File: src/include/mipsPipe_cfg.svh
`ifndef MIPSPIPE_CFG_SVH
`define MIPSPIPE_CFG_SVH

// first fetch address after reset
`define RESET_PC 32'h0000_3000

// sll $0, $0, 0
`define NOP_WORD 32'h0000_0000

// signed use/ready times
`define TIME_BITS 3

`endif
File: src/source/isaPkg.sv
package isaPkg;

    typedef enum logic [5:0] {
        opSpecial = 6'h00,
        opJ       = 6'h02,
        opJal     = 6'h03,
        opBeq     = 6'h04,
        opBne     = 6'h05,
        opOri     = 6'h0d,
        opLui     = 6'h0f,
        opLw      = 6'h23,
        opSw      = 6'h2b
    } opcodeT;

    typedef enum logic [5:0] {
        fnJr   = 6'h08,
        fnAddu = 6'h21,
        fnSubu = 6'h23,
        fnAnd  = 6'h24,
        fnOr   = 6'h25,
        fnSlt  = 6'h2a
    } functT;

    typedef struct packed {
        opcodeT     opcode;
        logic [4:0] rs;
        logic [4:0] rt;
        logic [4:0] rd;
        logic [4:0] shamt;
        functT      funct;
    } rFmtT;

    typedef struct packed {
        opcodeT      opcode;
        logic [4:0]  rs;
        logic [4:0]  rt;
        logic [15:0] imm;
    } iFmtT;

    typedef struct packed {
        opcodeT      opcode;
        logic [25:0] index;
    } jFmtT;

    // one word, three views
    typedef union packed {
        rFmtT rFmt;
        iFmtT iFmt;
        jFmtT jFmt;
    } instrWord;

endpackage

File: src/source/pipePkg.sv
`include "mipsPipe_cfg.svh"

package pipePkg;

    typedef enum logic [2:0] {aluAdd, aluSub, aluAnd, aluOr, aluSlt, aluLui} aluOpT;
    typedef enum logic [1:0] {srcAlu, srcMem, srcLink} regSrcT;
    typedef enum logic [1:0] {brNone, brEq, brNe} branchT;
    typedef enum logic [1:0] {jmpNone, jmpIndex, jmpReg} jumpT;
    typedef enum logic [1:0] {fwdNone, fromExecute, fromMemory, fromWriteback} fwdSelT;

    typedef logic signed [`TIME_BITS-1:0] timeT;

    // largest time, means the source is never read
    localparam timeT timeNever = timeT'((1 << (`TIME_BITS - 1)) - 1);

    typedef struct packed {
        aluOpT      aluOp;
        logic       aluImm;       // operand b is the immediate
        logic       zeroExt;
        logic       memWrite;
        regSrcT     regSrc;
        logic       writeEnable;
        logic [4:0] writeNumber;
        branchT     branch;
        jumpT       jump;
        timeT       useRs;
        timeT       useRt;
        timeT       ready;        // counted from execute entry
    } ctrlWord;

    typedef struct packed {
        logic [31:0]      pc;
        isaPkg::instrWord instr;
        ctrlWord          ctrl;
        logic [31:0]      rsData;
        logic [31:0]      rtData;
    } decExReg;

    typedef struct packed {
        logic [31:0]      pc;
        isaPkg::instrWord instr;
        ctrlWord          ctrl;
        logic [31:0]      result;   // alu or link value
        logic [31:0]      rtData;
    } exMemReg;

    typedef struct packed {
        logic [31:0]      pc;
        isaPkg::instrWord instr;
        ctrlWord          ctrl;
        logic [31:0]      result;
        logic [31:0]      loadData;
    } memWbReg;

endpackage

File: src/source/mipsCore.sv
`timescale 1ns/100ps
`include "mipsPipe_cfg.svh"

module mipsCore (
    input  logic        clk,
    input  logic        reset,
    output logic [31:0] imAddr,
    input  logic [31:0] imData,
    output logic [31:0] memAddr,
    input  logic [31:0] memReadData,
    output logic [31:0] memWriteData,
    output logic [3:0]  memWriteEnable,
    output logic        grfWriteEnable,
    output logic [4:0]  grfWriteNumber,
    output logic [31:0] grfWriteData,
    output logic [31:0] grfPc
);
    import isaPkg::*;
    import pipePkg::*;

    localparam decExReg bubbleDe = '{pc: '0, instr: `NOP_WORD, ctrl: '0,
                                     rsData: '0, rtData: '0};
    localparam exMemReg bubbleEm = '{pc: '0, instr: `NOP_WORD, ctrl: '0,
                                     result: '0, rtData: '0};
    localparam memWbReg bubbleMw = '{pc: '0, instr: `NOP_WORD, ctrl: '0,
                                     result: '0, loadData: '0};

    logic [31:0] fetchPc;
    logic [31:0] decodePc;
    instrWord    decodeInstr;
    ctrlWord     decodeCtrl;
    logic [31:0] rfRs, rfRt, decRs, decRt;

    decExReg deStage;
    exMemReg emStage;
    memWbReg mwStage;

    logic   stall;
    fwdSelT fwdDecRs, fwdDecRt, fwdExRs, fwdExRt, fwdMemRt;

    logic [31:0] exFwd, exRs, exRt, aluResult, exResult;
    logic [31:0] memRt, wbData;

    function automatic logic [31:0] fwdMux(
        input fwdSelT      sel,
        input logic [31:0] own,
        input logic [31:0] exVal,
        input logic [31:0] memVal,
        input logic [31:0] wbVal
    );
        case (sel)
            fromExecute:   return exVal;
            fromMemory:    return memVal;
            fromWriteback: return wbVal;
            default:       return own;
        endcase
    endfunction

    // one stage closer to having the result
    function automatic ctrlWord ageCtrl(input ctrlWord c);
        ctrlWord aged;
        aged = c;
        if (aged.ready > 0) aged.ready = aged.ready - timeT'(1);
        return aged;
    endfunction

    fetchUnit fetch (
        .clk(clk),
        .reset(reset),
        .stall(stall),
        .decodePc(decodePc),
        .decodeInstr(decodeInstr),
        .branch(decodeCtrl.branch),
        .jump(decodeCtrl.jump),
        .rsData(decRs),
        .rtData(decRt),
        .pc(fetchPc)
    );
    assign imAddr = fetchPc;

    always_ff @(posedge clk) begin
        if (reset) begin
            decodePc <= '0;
            decodeInstr <= `NOP_WORD;
        end else if (!stall) begin
            decodePc <= fetchPc;
            decodeInstr <= imData;
        end
    end

    instrDecoder decoder (.instr(decodeInstr), .ctrl(decodeCtrl));

    regFile grf (
        .clk(clk),
        .reset(reset),
        .readNumber1(decodeInstr.rFmt.rs),
        .readNumber2(decodeInstr.rFmt.rt),
        .writeEnable(mwStage.ctrl.writeEnable),
        .writeNumber(mwStage.ctrl.writeNumber),
        .writeData(wbData),
        .readData1(rfRs),
        .readData2(rfRt)
    );

    hazardUnit hazard (
        .decodeInstr(decodeInstr),
        .decodeCtrl(decodeCtrl),
        .exInstr(deStage.instr),
        .exCtrl(deStage.ctrl),
        .memInstr(emStage.instr),
        .memCtrl(emStage.ctrl),
        .wbCtrl(mwStage.ctrl),
        .stall(stall),
        .fwdDecRs(fwdDecRs),
        .fwdDecRt(fwdDecRt),
        .fwdExRs(fwdExRs),
        .fwdExRt(fwdExRt),
        .fwdMemRt(fwdMemRt)
    );

    assign exFwd = deStage.pc + 32'd8;  // only link values are ready in execute
    assign decRs = fwdMux(fwdDecRs, rfRs, exFwd, emStage.result, wbData);
    assign decRt = fwdMux(fwdDecRt, rfRt, exFwd, emStage.result, wbData);

    always_ff @(posedge clk) begin
        if (reset || stall) begin
            deStage <= bubbleDe;
        end else begin
            deStage <= '{pc: decodePc, instr: decodeInstr, ctrl: decodeCtrl,
                         rsData: decRs, rtData: decRt};
        end
    end

    assign exRs = fwdMux(fwdExRs, deStage.rsData, exFwd, emStage.result, wbData);
    assign exRt = fwdMux(fwdExRt, deStage.rtData, exFwd, emStage.result, wbData);

    executeUnit alu (
        .ctrl(deStage.ctrl),
        .rsData(exRs),
        .rtData(exRt),
        .imm(deStage.instr.iFmt.imm),
        .result(aluResult)
    );
    assign exResult = (deStage.ctrl.regSrc == srcLink) ? exFwd : aluResult;

    always_ff @(posedge clk) begin
        if (reset) begin
            emStage <= bubbleEm;
        end else begin
            emStage <= '{pc: deStage.pc, instr: deStage.instr, ctrl: ageCtrl(deStage.ctrl),
                         result: exResult, rtData: exRt};
        end
    end

    assign memRt = fwdMux(fwdMemRt, emStage.rtData, exFwd, emStage.result, wbData);
    assign memAddr = emStage.result;
    assign memWriteData = memRt;
    assign memWriteEnable = {4{emStage.ctrl.memWrite}};  // word stores only

    always_ff @(posedge clk) begin
        if (reset) begin
            mwStage <= bubbleMw;
        end else begin
            mwStage <= '{pc: emStage.pc, instr: emStage.instr, ctrl: ageCtrl(emStage.ctrl),
                         result: emStage.result, loadData: memReadData};
        end
    end

    always_comb begin
        case (mwStage.ctrl.regSrc)
            srcMem:  wbData = mwStage.loadData;
            srcLink: wbData = mwStage.pc + 32'd8;
            default: wbData = mwStage.result;
        endcase
    end

    assign grfWriteEnable = mwStage.ctrl.writeEnable;
    assign grfWriteNumber = mwStage.ctrl.writeNumber;
    assign grfWriteData = wbData;
    assign grfPc = mwStage.pc;

    storeAligned: assert property (@(posedge clk) disable iff (reset)
        memWriteEnable != 4'b0000 |-> memAddr[1:0] == 2'b00)
        else $error("store address not word aligned");

endmodule

File: src/source/fetchUnit.sv
`timescale 1ns/100ps
`include "mipsPipe_cfg.svh"

module fetchUnit (
    input  logic             clk,
    input  logic             reset,
    input  logic             stall,
    input  logic [31:0]      decodePc,
    input  isaPkg::instrWord decodeInstr,
    input  pipePkg::branchT  branch,
    input  pipePkg::jumpT    jump,
    input  logic [31:0]      rsData,
    input  logic [31:0]      rtData,
    output logic [31:0]      pc
);
    import pipePkg::*;

    logic [31:0] slotPc;
    logic [31:0] branchTarget;
    logic [31:0] jumpTarget;
    logic [31:0] nextPc;
    logic        taken;

    assign slotPc = decodePc + 32'd4;  // delay slot address
    assign branchTarget = slotPc
                        + {{14{decodeInstr.iFmt.imm[15]}}, decodeInstr.iFmt.imm, 2'b00};
    assign jumpTarget = {slotPc[31:28], decodeInstr.jFmt.index, 2'b00};

    assign taken = ((branch == brEq) && (rsData == rtData))
                || ((branch == brNe) && (rsData != rtData));

    always_comb begin
        case (jump)
            jmpIndex: nextPc = jumpTarget;
            jmpReg:   nextPc = rsData;
            default:  nextPc = taken ? branchTarget : pc + 32'd4;
        endcase
    end

    always_ff @(posedge clk) begin
        if (reset) begin
            pc <= `RESET_PC;
        end else if (!stall) begin
            pc <= nextPc;
        end
    end

    pcAligned: assert property (@(posedge clk) disable iff (reset) pc[1:0] == 2'b00)
        else $error("fetch address not word aligned");

endmodule

File: src/source/executeUnit.sv
`timescale 1ns/100ps

module executeUnit (
    input  pipePkg::ctrlWord ctrl,
    input  logic [31:0]      rsData,
    input  logic [31:0]      rtData,
    input  logic [15:0]      imm,
    output logic [31:0]      result
);
    import pipePkg::*;

    logic [31:0] extImm;
    logic [31:0] operandB;

    assign extImm = ctrl.zeroExt ? {16'h0000, imm} : {{16{imm[15]}}, imm};
    assign operandB = ctrl.aluImm ? extImm : rtData;

    always_comb begin
        case (ctrl.aluOp)
            aluAdd:  result = rsData + operandB;
            aluSub:  result = rsData - operandB;
            aluAnd:  result = rsData & operandB;
            aluOr:   result = rsData | operandB;
            aluSlt:  result = {31'd0, $signed(rsData) < $signed(operandB)};
            aluLui:  result = {imm, 16'h0000};
            default: result = rsData + operandB;
        endcase
    end

endmodule

File: src/source/regFile.sv
`timescale 1ns/100ps

module regFile (
    input  logic        clk,
    input  logic        reset,
    input  logic [4:0]  readNumber1,
    input  logic [4:0]  readNumber2,
    input  logic        writeEnable,
    input  logic [4:0]  writeNumber,
    input  logic [31:0] writeData,
    output logic [31:0] readData1,
    output logic [31:0] readData2
);
    logic [31:0] regs [32];

    always_ff @(posedge clk) begin
        if (reset) begin
            for (int i = 0; i < 32; i++) begin
                regs[i] <= '0;
            end
        end else if (writeEnable && writeNumber != 5'd0) begin
            regs[writeNumber] <= writeData;
        end
    end

    // same-cycle bypass from writeback
    assign readData1 = (writeEnable && writeNumber == readNumber1 && readNumber1 != 5'd0)
                     ? writeData : regs[readNumber1];
    assign readData2 = (writeEnable && writeNumber == readNumber2 && readNumber2 != 5'd0)
                     ? writeData : regs[readNumber2];

    noZeroWrite: assert property (@(posedge clk) disable iff (reset)
        writeEnable |-> writeNumber != 5'd0)
        else $error("write to register 0 reached the register file");

endmodule

File: src/source/hazardUnit.sv
`timescale 1ns/100ps

module hazardUnit (
    input  isaPkg::instrWord decodeInstr,
    input  pipePkg::ctrlWord decodeCtrl,
    input  isaPkg::instrWord exInstr,
    input  pipePkg::ctrlWord exCtrl,
    input  isaPkg::instrWord memInstr,
    input  pipePkg::ctrlWord memCtrl,
    input  pipePkg::ctrlWord wbCtrl,
    output logic             stall,
    output pipePkg::fwdSelT  fwdDecRs,
    output pipePkg::fwdSelT  fwdDecRt,
    output pipePkg::fwdSelT  fwdExRs,
    output pipePkg::fwdSelT  fwdExRt,
    output pipePkg::fwdSelT  fwdMemRt
);
    import pipePkg::*;

    localparam ctrlWord noWriter = '0;

    function automatic logic hit(input ctrlWord c, input logic [4:0] r);
        return c.writeEnable && (c.writeNumber == r) && (r != 5'd0);
    endfunction

    // nearest writer wins, even while its value is still on the way
    function automatic fwdSelT pickSource(
        input logic [4:0] r,
        input ctrlWord    c1,
        input fwdSelT     s1,
        input ctrlWord    c2,
        input fwdSelT     s2,
        input ctrlWord    c3,
        input fwdSelT     s3
    );
        fwdSelT sel;
        sel = fwdNone;
        if (hit(c1, r)) begin
            if (c1.ready == 0) sel = s1;
        end else if (hit(c2, r)) begin
            if (c2.ready == 0) sel = s2;
        end else if (hit(c3, r)) begin
            if (c3.ready == 0) sel = s3;
        end
        return sel;
    endfunction

    function automatic logic late(input logic [4:0] r, input timeT useTime);
        if (hit(exCtrl, r)) return exCtrl.ready > useTime;
        if (hit(memCtrl, r)) return memCtrl.ready > useTime;
        return 1'b0;  // writeback always has its value
    endfunction

    always_comb begin
        stall = late(decodeInstr.rFmt.rs, decodeCtrl.useRs)
             || late(decodeInstr.rFmt.rt, decodeCtrl.useRt);
    end

    assign fwdDecRs = pickSource(decodeInstr.rFmt.rs, exCtrl, fromExecute,
                                 memCtrl, fromMemory, wbCtrl, fromWriteback);
    assign fwdDecRt = pickSource(decodeInstr.rFmt.rt, exCtrl, fromExecute,
                                 memCtrl, fromMemory, wbCtrl, fromWriteback);
    assign fwdExRs = pickSource(exInstr.rFmt.rs, memCtrl, fromMemory,
                                wbCtrl, fromWriteback, noWriter, fwdNone);
    assign fwdExRt = pickSource(exInstr.rFmt.rt, memCtrl, fromMemory,
                                wbCtrl, fromWriteback, noWriter, fwdNone);
    assign fwdMemRt = pickSource(memInstr.rFmt.rt, wbCtrl, fromWriteback,
                                 noWriter, fwdNone, noWriter, fwdNone);

endmodule

File: src/source/instrDecoder.sv
`timescale 1ns/100ps

module instrDecoder (
    input  isaPkg::instrWord instr,
    output pipePkg::ctrlWord ctrl
);
    import isaPkg::*;
    import pipePkg::*;

    logic [4:0] dest;
    logic       writes;

    always_comb begin
        ctrl = '0;
        ctrl.useRs = timeNever;
        ctrl.useRt = timeNever;
        dest = instr.iFmt.rt;  // i-format target
        writes = 1'b0;
        case (instr.rFmt.opcode)
            opSpecial: begin
                dest = instr.rFmt.rd;
                case (instr.rFmt.funct)
                    fnAddu, fnSubu, fnAnd, fnOr, fnSlt: begin
                        writes = 1'b1;
                        ctrl.useRs = timeT'(1);
                        ctrl.useRt = timeT'(1);
                        ctrl.ready = timeT'(1);
                    end
                    fnJr: begin
                        ctrl.jump = jmpReg;
                        ctrl.useRs = timeT'(0);  // resolved in decode
                    end
                    default: ;
                endcase
                case (instr.rFmt.funct)
                    fnSubu:  ctrl.aluOp = aluSub;
                    fnAnd:   ctrl.aluOp = aluAnd;
                    fnOr:    ctrl.aluOp = aluOr;
                    fnSlt:   ctrl.aluOp = aluSlt;
                    default: ctrl.aluOp = aluAdd;
                endcase
            end
            opOri: begin
                writes = 1'b1;
                ctrl.aluOp = aluOr;
                ctrl.aluImm = 1'b1;
                ctrl.zeroExt = 1'b1;
                ctrl.useRs = timeT'(1);
                ctrl.ready = timeT'(1);
            end
            opLui: begin
                writes = 1'b1;
                ctrl.aluOp = aluLui;
                ctrl.aluImm = 1'b1;
                ctrl.ready = timeT'(1);
            end
            opLw: begin
                writes = 1'b1;
                ctrl.aluImm = 1'b1;
                ctrl.regSrc = srcMem;
                ctrl.useRs = timeT'(1);
                ctrl.ready = timeT'(2);  // data arrives after memory
            end
            opSw: begin
                ctrl.aluImm = 1'b1;
                ctrl.memWrite = 1'b1;
                ctrl.useRs = timeT'(1);
                ctrl.useRt = timeT'(2);  // store data needed in memory stage
            end
            opBeq, opBne: begin
                ctrl.branch = (instr.rFmt.opcode == opBeq) ? brEq : brNe;
                ctrl.useRs = timeT'(0);
                ctrl.useRt = timeT'(0);
            end
            opJ: ctrl.jump = jmpIndex;
            opJal: begin
                writes = 1'b1;
                dest = 5'd31;
                ctrl.jump = jmpIndex;
                ctrl.regSrc = srcLink;
            end
            default: ;
        endcase
        ctrl.writeEnable = writes && (dest != 5'd0);
        ctrl.writeNumber = dest;
    end

endmodule

File: config.mk
export PLATFORM = sky130hd
export DESIGN_NAME = mipsCore
export DESIGN_NICKNAME = d
export VERILOG_FILES = /design/src/source/isaPkg.sv /design/src/source/pipePkg.sv /design/src/source/mipsCore.sv /design/src/source/fetchUnit.sv /design/src/source/executeUnit.sv /design/src/source/regFile.sv /design/src/source/hazardUnit.sv /design/src/source/instrDecoder.sv
export VERILOG_INCLUDE_DIRS = /design/src /design/src/include
export SDC_FILE = /design/constraint.sdc
export NUM_CORES = 2
export LEC_CHECK = 0
export ABC_AREA = 1
export BUFFER_PORTS_ARGS = -buffer_cell sky130_fd_sc_hd__buf_2
export CELL_PAD_IN_SITES_DETAIL_PLACEMENT = 1
export CELL_PAD_IN_SITES_GLOBAL_PLACEMENT = 2
export CORE_ASPECT_RATIO = 0.9
export CORE_UTILIZATION = 25
export DETAILED_ROUTE_END_ITERATION = 10
export PLACE_DENSITY_LB_ADDON = 0.1
export REMOVE_ABC_BUFFERS = 1
export SLEW_MARGIN = 0
export SYNTH_ARGS = -nofsm -noshare
export SYNTH_HDL_FRONTEND = slang
export SYNTH_SLANG_ARGS = --single-unit
File: constraint.sdc
create_clock -name clk -period 5.9 [get_ports clk]
set_input_delay 0.295 -clock clk [delete_from_list [all_inputs] [get_ports clk]]
set_output_delay 0.295 -clock clk [all_outputs]
set_load 0.02 [all_outputs]
==> flow_metrics.tcl <==
set metrics [dict create \
    status "finished, final reports clean" \
    required_ps 6740 \
    stdcell_count 16300 \
    fin_crit_ps 5550 \
    synth-async-reset-ratio_pct 0 \
    synth-main-ff-cell "edfxtp_1" \
    cp_slowest_cell "dfxtp_4" \
    cts_tree "done" \
    end_kind "register" \
    min_path_type "in2reg" \
    post-route-period-util_pct 94.1 \
    die_h_um 559 \
    multiInputGateArea_um2 38700 \
    critPathKind "reg2reg" \
    firstDrtPassIters 5 \
    pwr-share-clk_pct 42.2 \
    design.die.area_um2 347000 \
    worst_pin_slew_ps 1330 \
    die_x_um 621 \
    gp_congestion 0.946 \
    grt_pass1_wl_um 701000 \
    h-tree-depth 4 \
    synth.avg_cell_area_um2 7.48 \
    leakage_nw 39.7 \
    seqCellArea_um2 40100 \
    clock_latency_ps 940 \
    core_area_um2 343000 \
    place.port_buffers 235 \
    start_util_pct 25.1 \
    dp.cells 15800 \
    p_seq_share_pct 40.7 \
    yosysTopAreaCell "edfxtp_1" \
    final_area_um2 100000 \
    finalHoldViolCount 0 \
    overflow 0 \
    whs_ps 110 \
    root_buffer "clkbuf_16" \
    critical_path.max_stage_delay_ps 850 \
    pwr_density_cell_nw_per_um2 292 \
    synth_area_um2 86100 \
    ctsLongestPathBuffers 4 \
    path_common_cell "nand2_1" \
    syn_inst 11500 \
    n_fill_cell 41100 \
    crit_fanout 52 \
    grt_max_degree 135 \
    rows 204 \
    wirelength_um 509000 \
    clkTransAtPathRegs_ps 60 \
    cts_buffers 196 \
    clock_sinks 1488 \
    post_cts_buffers 0 \
    cp-start-kind "register" \
    netlist-cell-type-count 57 \
    area_growth_pct 16.7 \
    synth.yosys.seq_area_share_pct 46.5 \
    p_int_mw 19.9 \
    slew_headroom_pct 10.1 \
    sw_frac_of_total_pct 32.2 \
    wire_per_inst_um 31.3 \
    fin_nets 11800 \
    fmax_mhz 180 \
    yosysWarnings 0 \
    combPwrFrac_pct 17.1 \
    via_per_inst 5.27 \
    layout-drive-gt1-share_pct 10.1 \
    yosysTopAreaCellShare_pct 35.7 \
    maxCapViolCount 0 \
    setup_viol 0 \
    synth_area_leaders "edfxtp_1, dfxtp_1, nand2_1" \
    num_vias 85700 \
    arrival_ps 6400 \
    dpl.hpwl_um 342000 \
    ys_ff_latch 1488 \
    io_pins 236 \
    drt-initial-drc-count 7818 \
    fin_skew_ps 73.2 \
    grtUsageTotal_pct 28.7 \
    placed_area_um2 93300 \
    ant_nets 0 \
    antenna_found_initial 32 \
    ir_drop_mv 0.216 \
    drv_slew 0 \
    grt_pass1_vias 86500 \
    rsz0062_at_grt "no" \
    post-route-drc-count 0 \
    synth_edf_count 1024 \
    power_switching_mw 9.44 \
]
per-layer routing:
| layer | GRT usage [%] | vias to the layer above | part of all wire [%] |
|---|---|---|---|
| li1 | - | 38200 | - |
| met1 | 40.1 | 44000 | 46 |
| met2 | 45.4 | 2836 | 44 |
| met3 | 3.42 | 632 | 5.5 |
| met4 | 10.2 | 4 | 4.1 |
| met5 | 0 | - | 0.0049 |
cell usage after synthesis, types with 29 or more instances:
| library cell | count |
|---|---|
| inv_1 | 984 |
| buf_4 | 80 |
| nor3_1 | 52 |
| dfxtp_1 | 464 |
| buf_2 | 155 |
| xor2_1 | 91 |
| buf_1 | 108 |
| ha_1 | 144 |
| nand3_1 | 1673 |
| o21ai_1 | 45 |
| o221ai_1 | 53 |
| o211ai_1 | 201 |
| a21oi_1 | 691 |
| nand4_1 | 62 |
| edfxtp_1 | 1024 |
| o21ai_0 | 650 |
| nor2_1 | 1794 |
| nand2_1 | 2351 |
| clkbuf_1 | 560 |
| o22ai_1 | 29 |
| inv_2 | 43 |
what timing repair did:
action,4_1_cts,5_1_grt
hold buffers,71,0
resized for setup,0,12
hold endpoints to repair,133,0
setup endpoints to repair,0,12
cell type report:
class / count / share of cell area [%]
multi-input cells: 8104 / 38.5
repair buffers: 720 / 5.67
clock buffers: 270 / 5.46
clock inverters: 87 / 0.832
inverters: 1036 / 3.93
well taps: 4532 / 5.65
flip-flops and latches: 1488 / 39.9
diodes: 13 / 0.0324
registers in the layout (all words and copies together) (netlist names), named ones only:
signal,cells
deStage,138
decodeInstr,32
decodePc,32
emStage,80
fetch.pc,32
grf.regs,1024
grfPc,32
grfWriteEnable,1
grfWriteNumber,5
memAddr,32
memWriteEnable,1
mwStage,69
path summary, 6_finish.rpt:
check                   from            to  slack (ps)  cells past startpoint
max reg2reg         register  fetch.pc[20]         350                     25
min          memReadData[18]   mwStage[18]         110                      4
min reg2reg     emStage[134]     grfPc[11]         390                      2
max                 register  fetch.pc[20]         350                     25
power groups by stage:
stage | Combinational [mW] | Sequential [mW] | Clock, mW
floorplan | 2.46 | 12.1 | 0
global placement | 4.89 | 12.2 | 0
detailed placement | 4.90 | 12.2 | 0
CTS | 4.96 | 11.9 | 12.6
global route | 5.33 | 12.0 | 13.0
finish | 5.01 | 11.9 | 12.4
critical path: cells and delay by family, from the launching register on:
family	cells	cell delay (ps)
AOI/OAI and AO/OA	1	120
and+or+nand+nor	20	3130
buffers and inverters	4	1190
DFF	1	850
metrics by stage:
stage	TNS [ps]	total power [mW]	util, %	setup WS, ps
after floorplan	-1720430	14.6	-	-18440
after global placement	0	17.0	27.2	125
after detailed placement	0	17.1	27.2	121
after CTS	0	29.5	29.3	87.2
after global routing	0	30.3	29.3	2.93
final	0	29.3	29.3	345
cells in the final DEF (no fill, tap or decap), types with 38 or more instances in the layout:
| master | Yosys | routed |
|---|---|---|
| nand2_2 | 17 | 92 |
| o21ai_1 | 45 | 38 |
| clkbuf_1 | 560 | 48 |
| buf_12 | 0 | 55 |
| a21oi_1 | 691 | 689 |
| xor2_1 | 91 | 90 |
| nand3_1 | 1673 | 1671 |
| nor2_1 | 1794 | 1787 |
| dlygate4sd3_1 | 0 | 71 |
| inv_1 | 984 | 979 |
| edfxtp_1 | 1024 | 1024 |
| dfxtp_1 | 464 | 454 |
| buf_2 | 155 | 234 |
| nand2_1 | 2351 | 2274 |
| clkbuf_16 | 0 | 200 |
| nor3_1 | 52 | 52 |
| o221ai_1 | 53 | 53 |
| o211ai_1 | 201 | 201 |
| inv_2 | 43 | 39 |
| buf_4 | 80 | 359 |
| clkinv_1 | 8 | 38 |
| o21ai_0 | 650 | 649 |
| nand4_1 | 62 | 62 |
| ha_1 | 144 | 141 |
logic make-up (layout without fill, tap and decap cells):
group                      after synthesis  count (layout)  synth area share, %
and+or+nand+nor                       6020            6020                 29.3
buffers and inverters                 1948            2113                 9.15
AOI/OAI and AO/OA                     1785            1785                 11.7
DFF                                   1488            1488                 46.5
adders and majority gates              147             147                 2.16
xor gates and xnor gates               118             118                 1.20
other                                    1              46              0.00436
muxes                                    1               1               0.0131
Power figures use the tool's default switching activity.
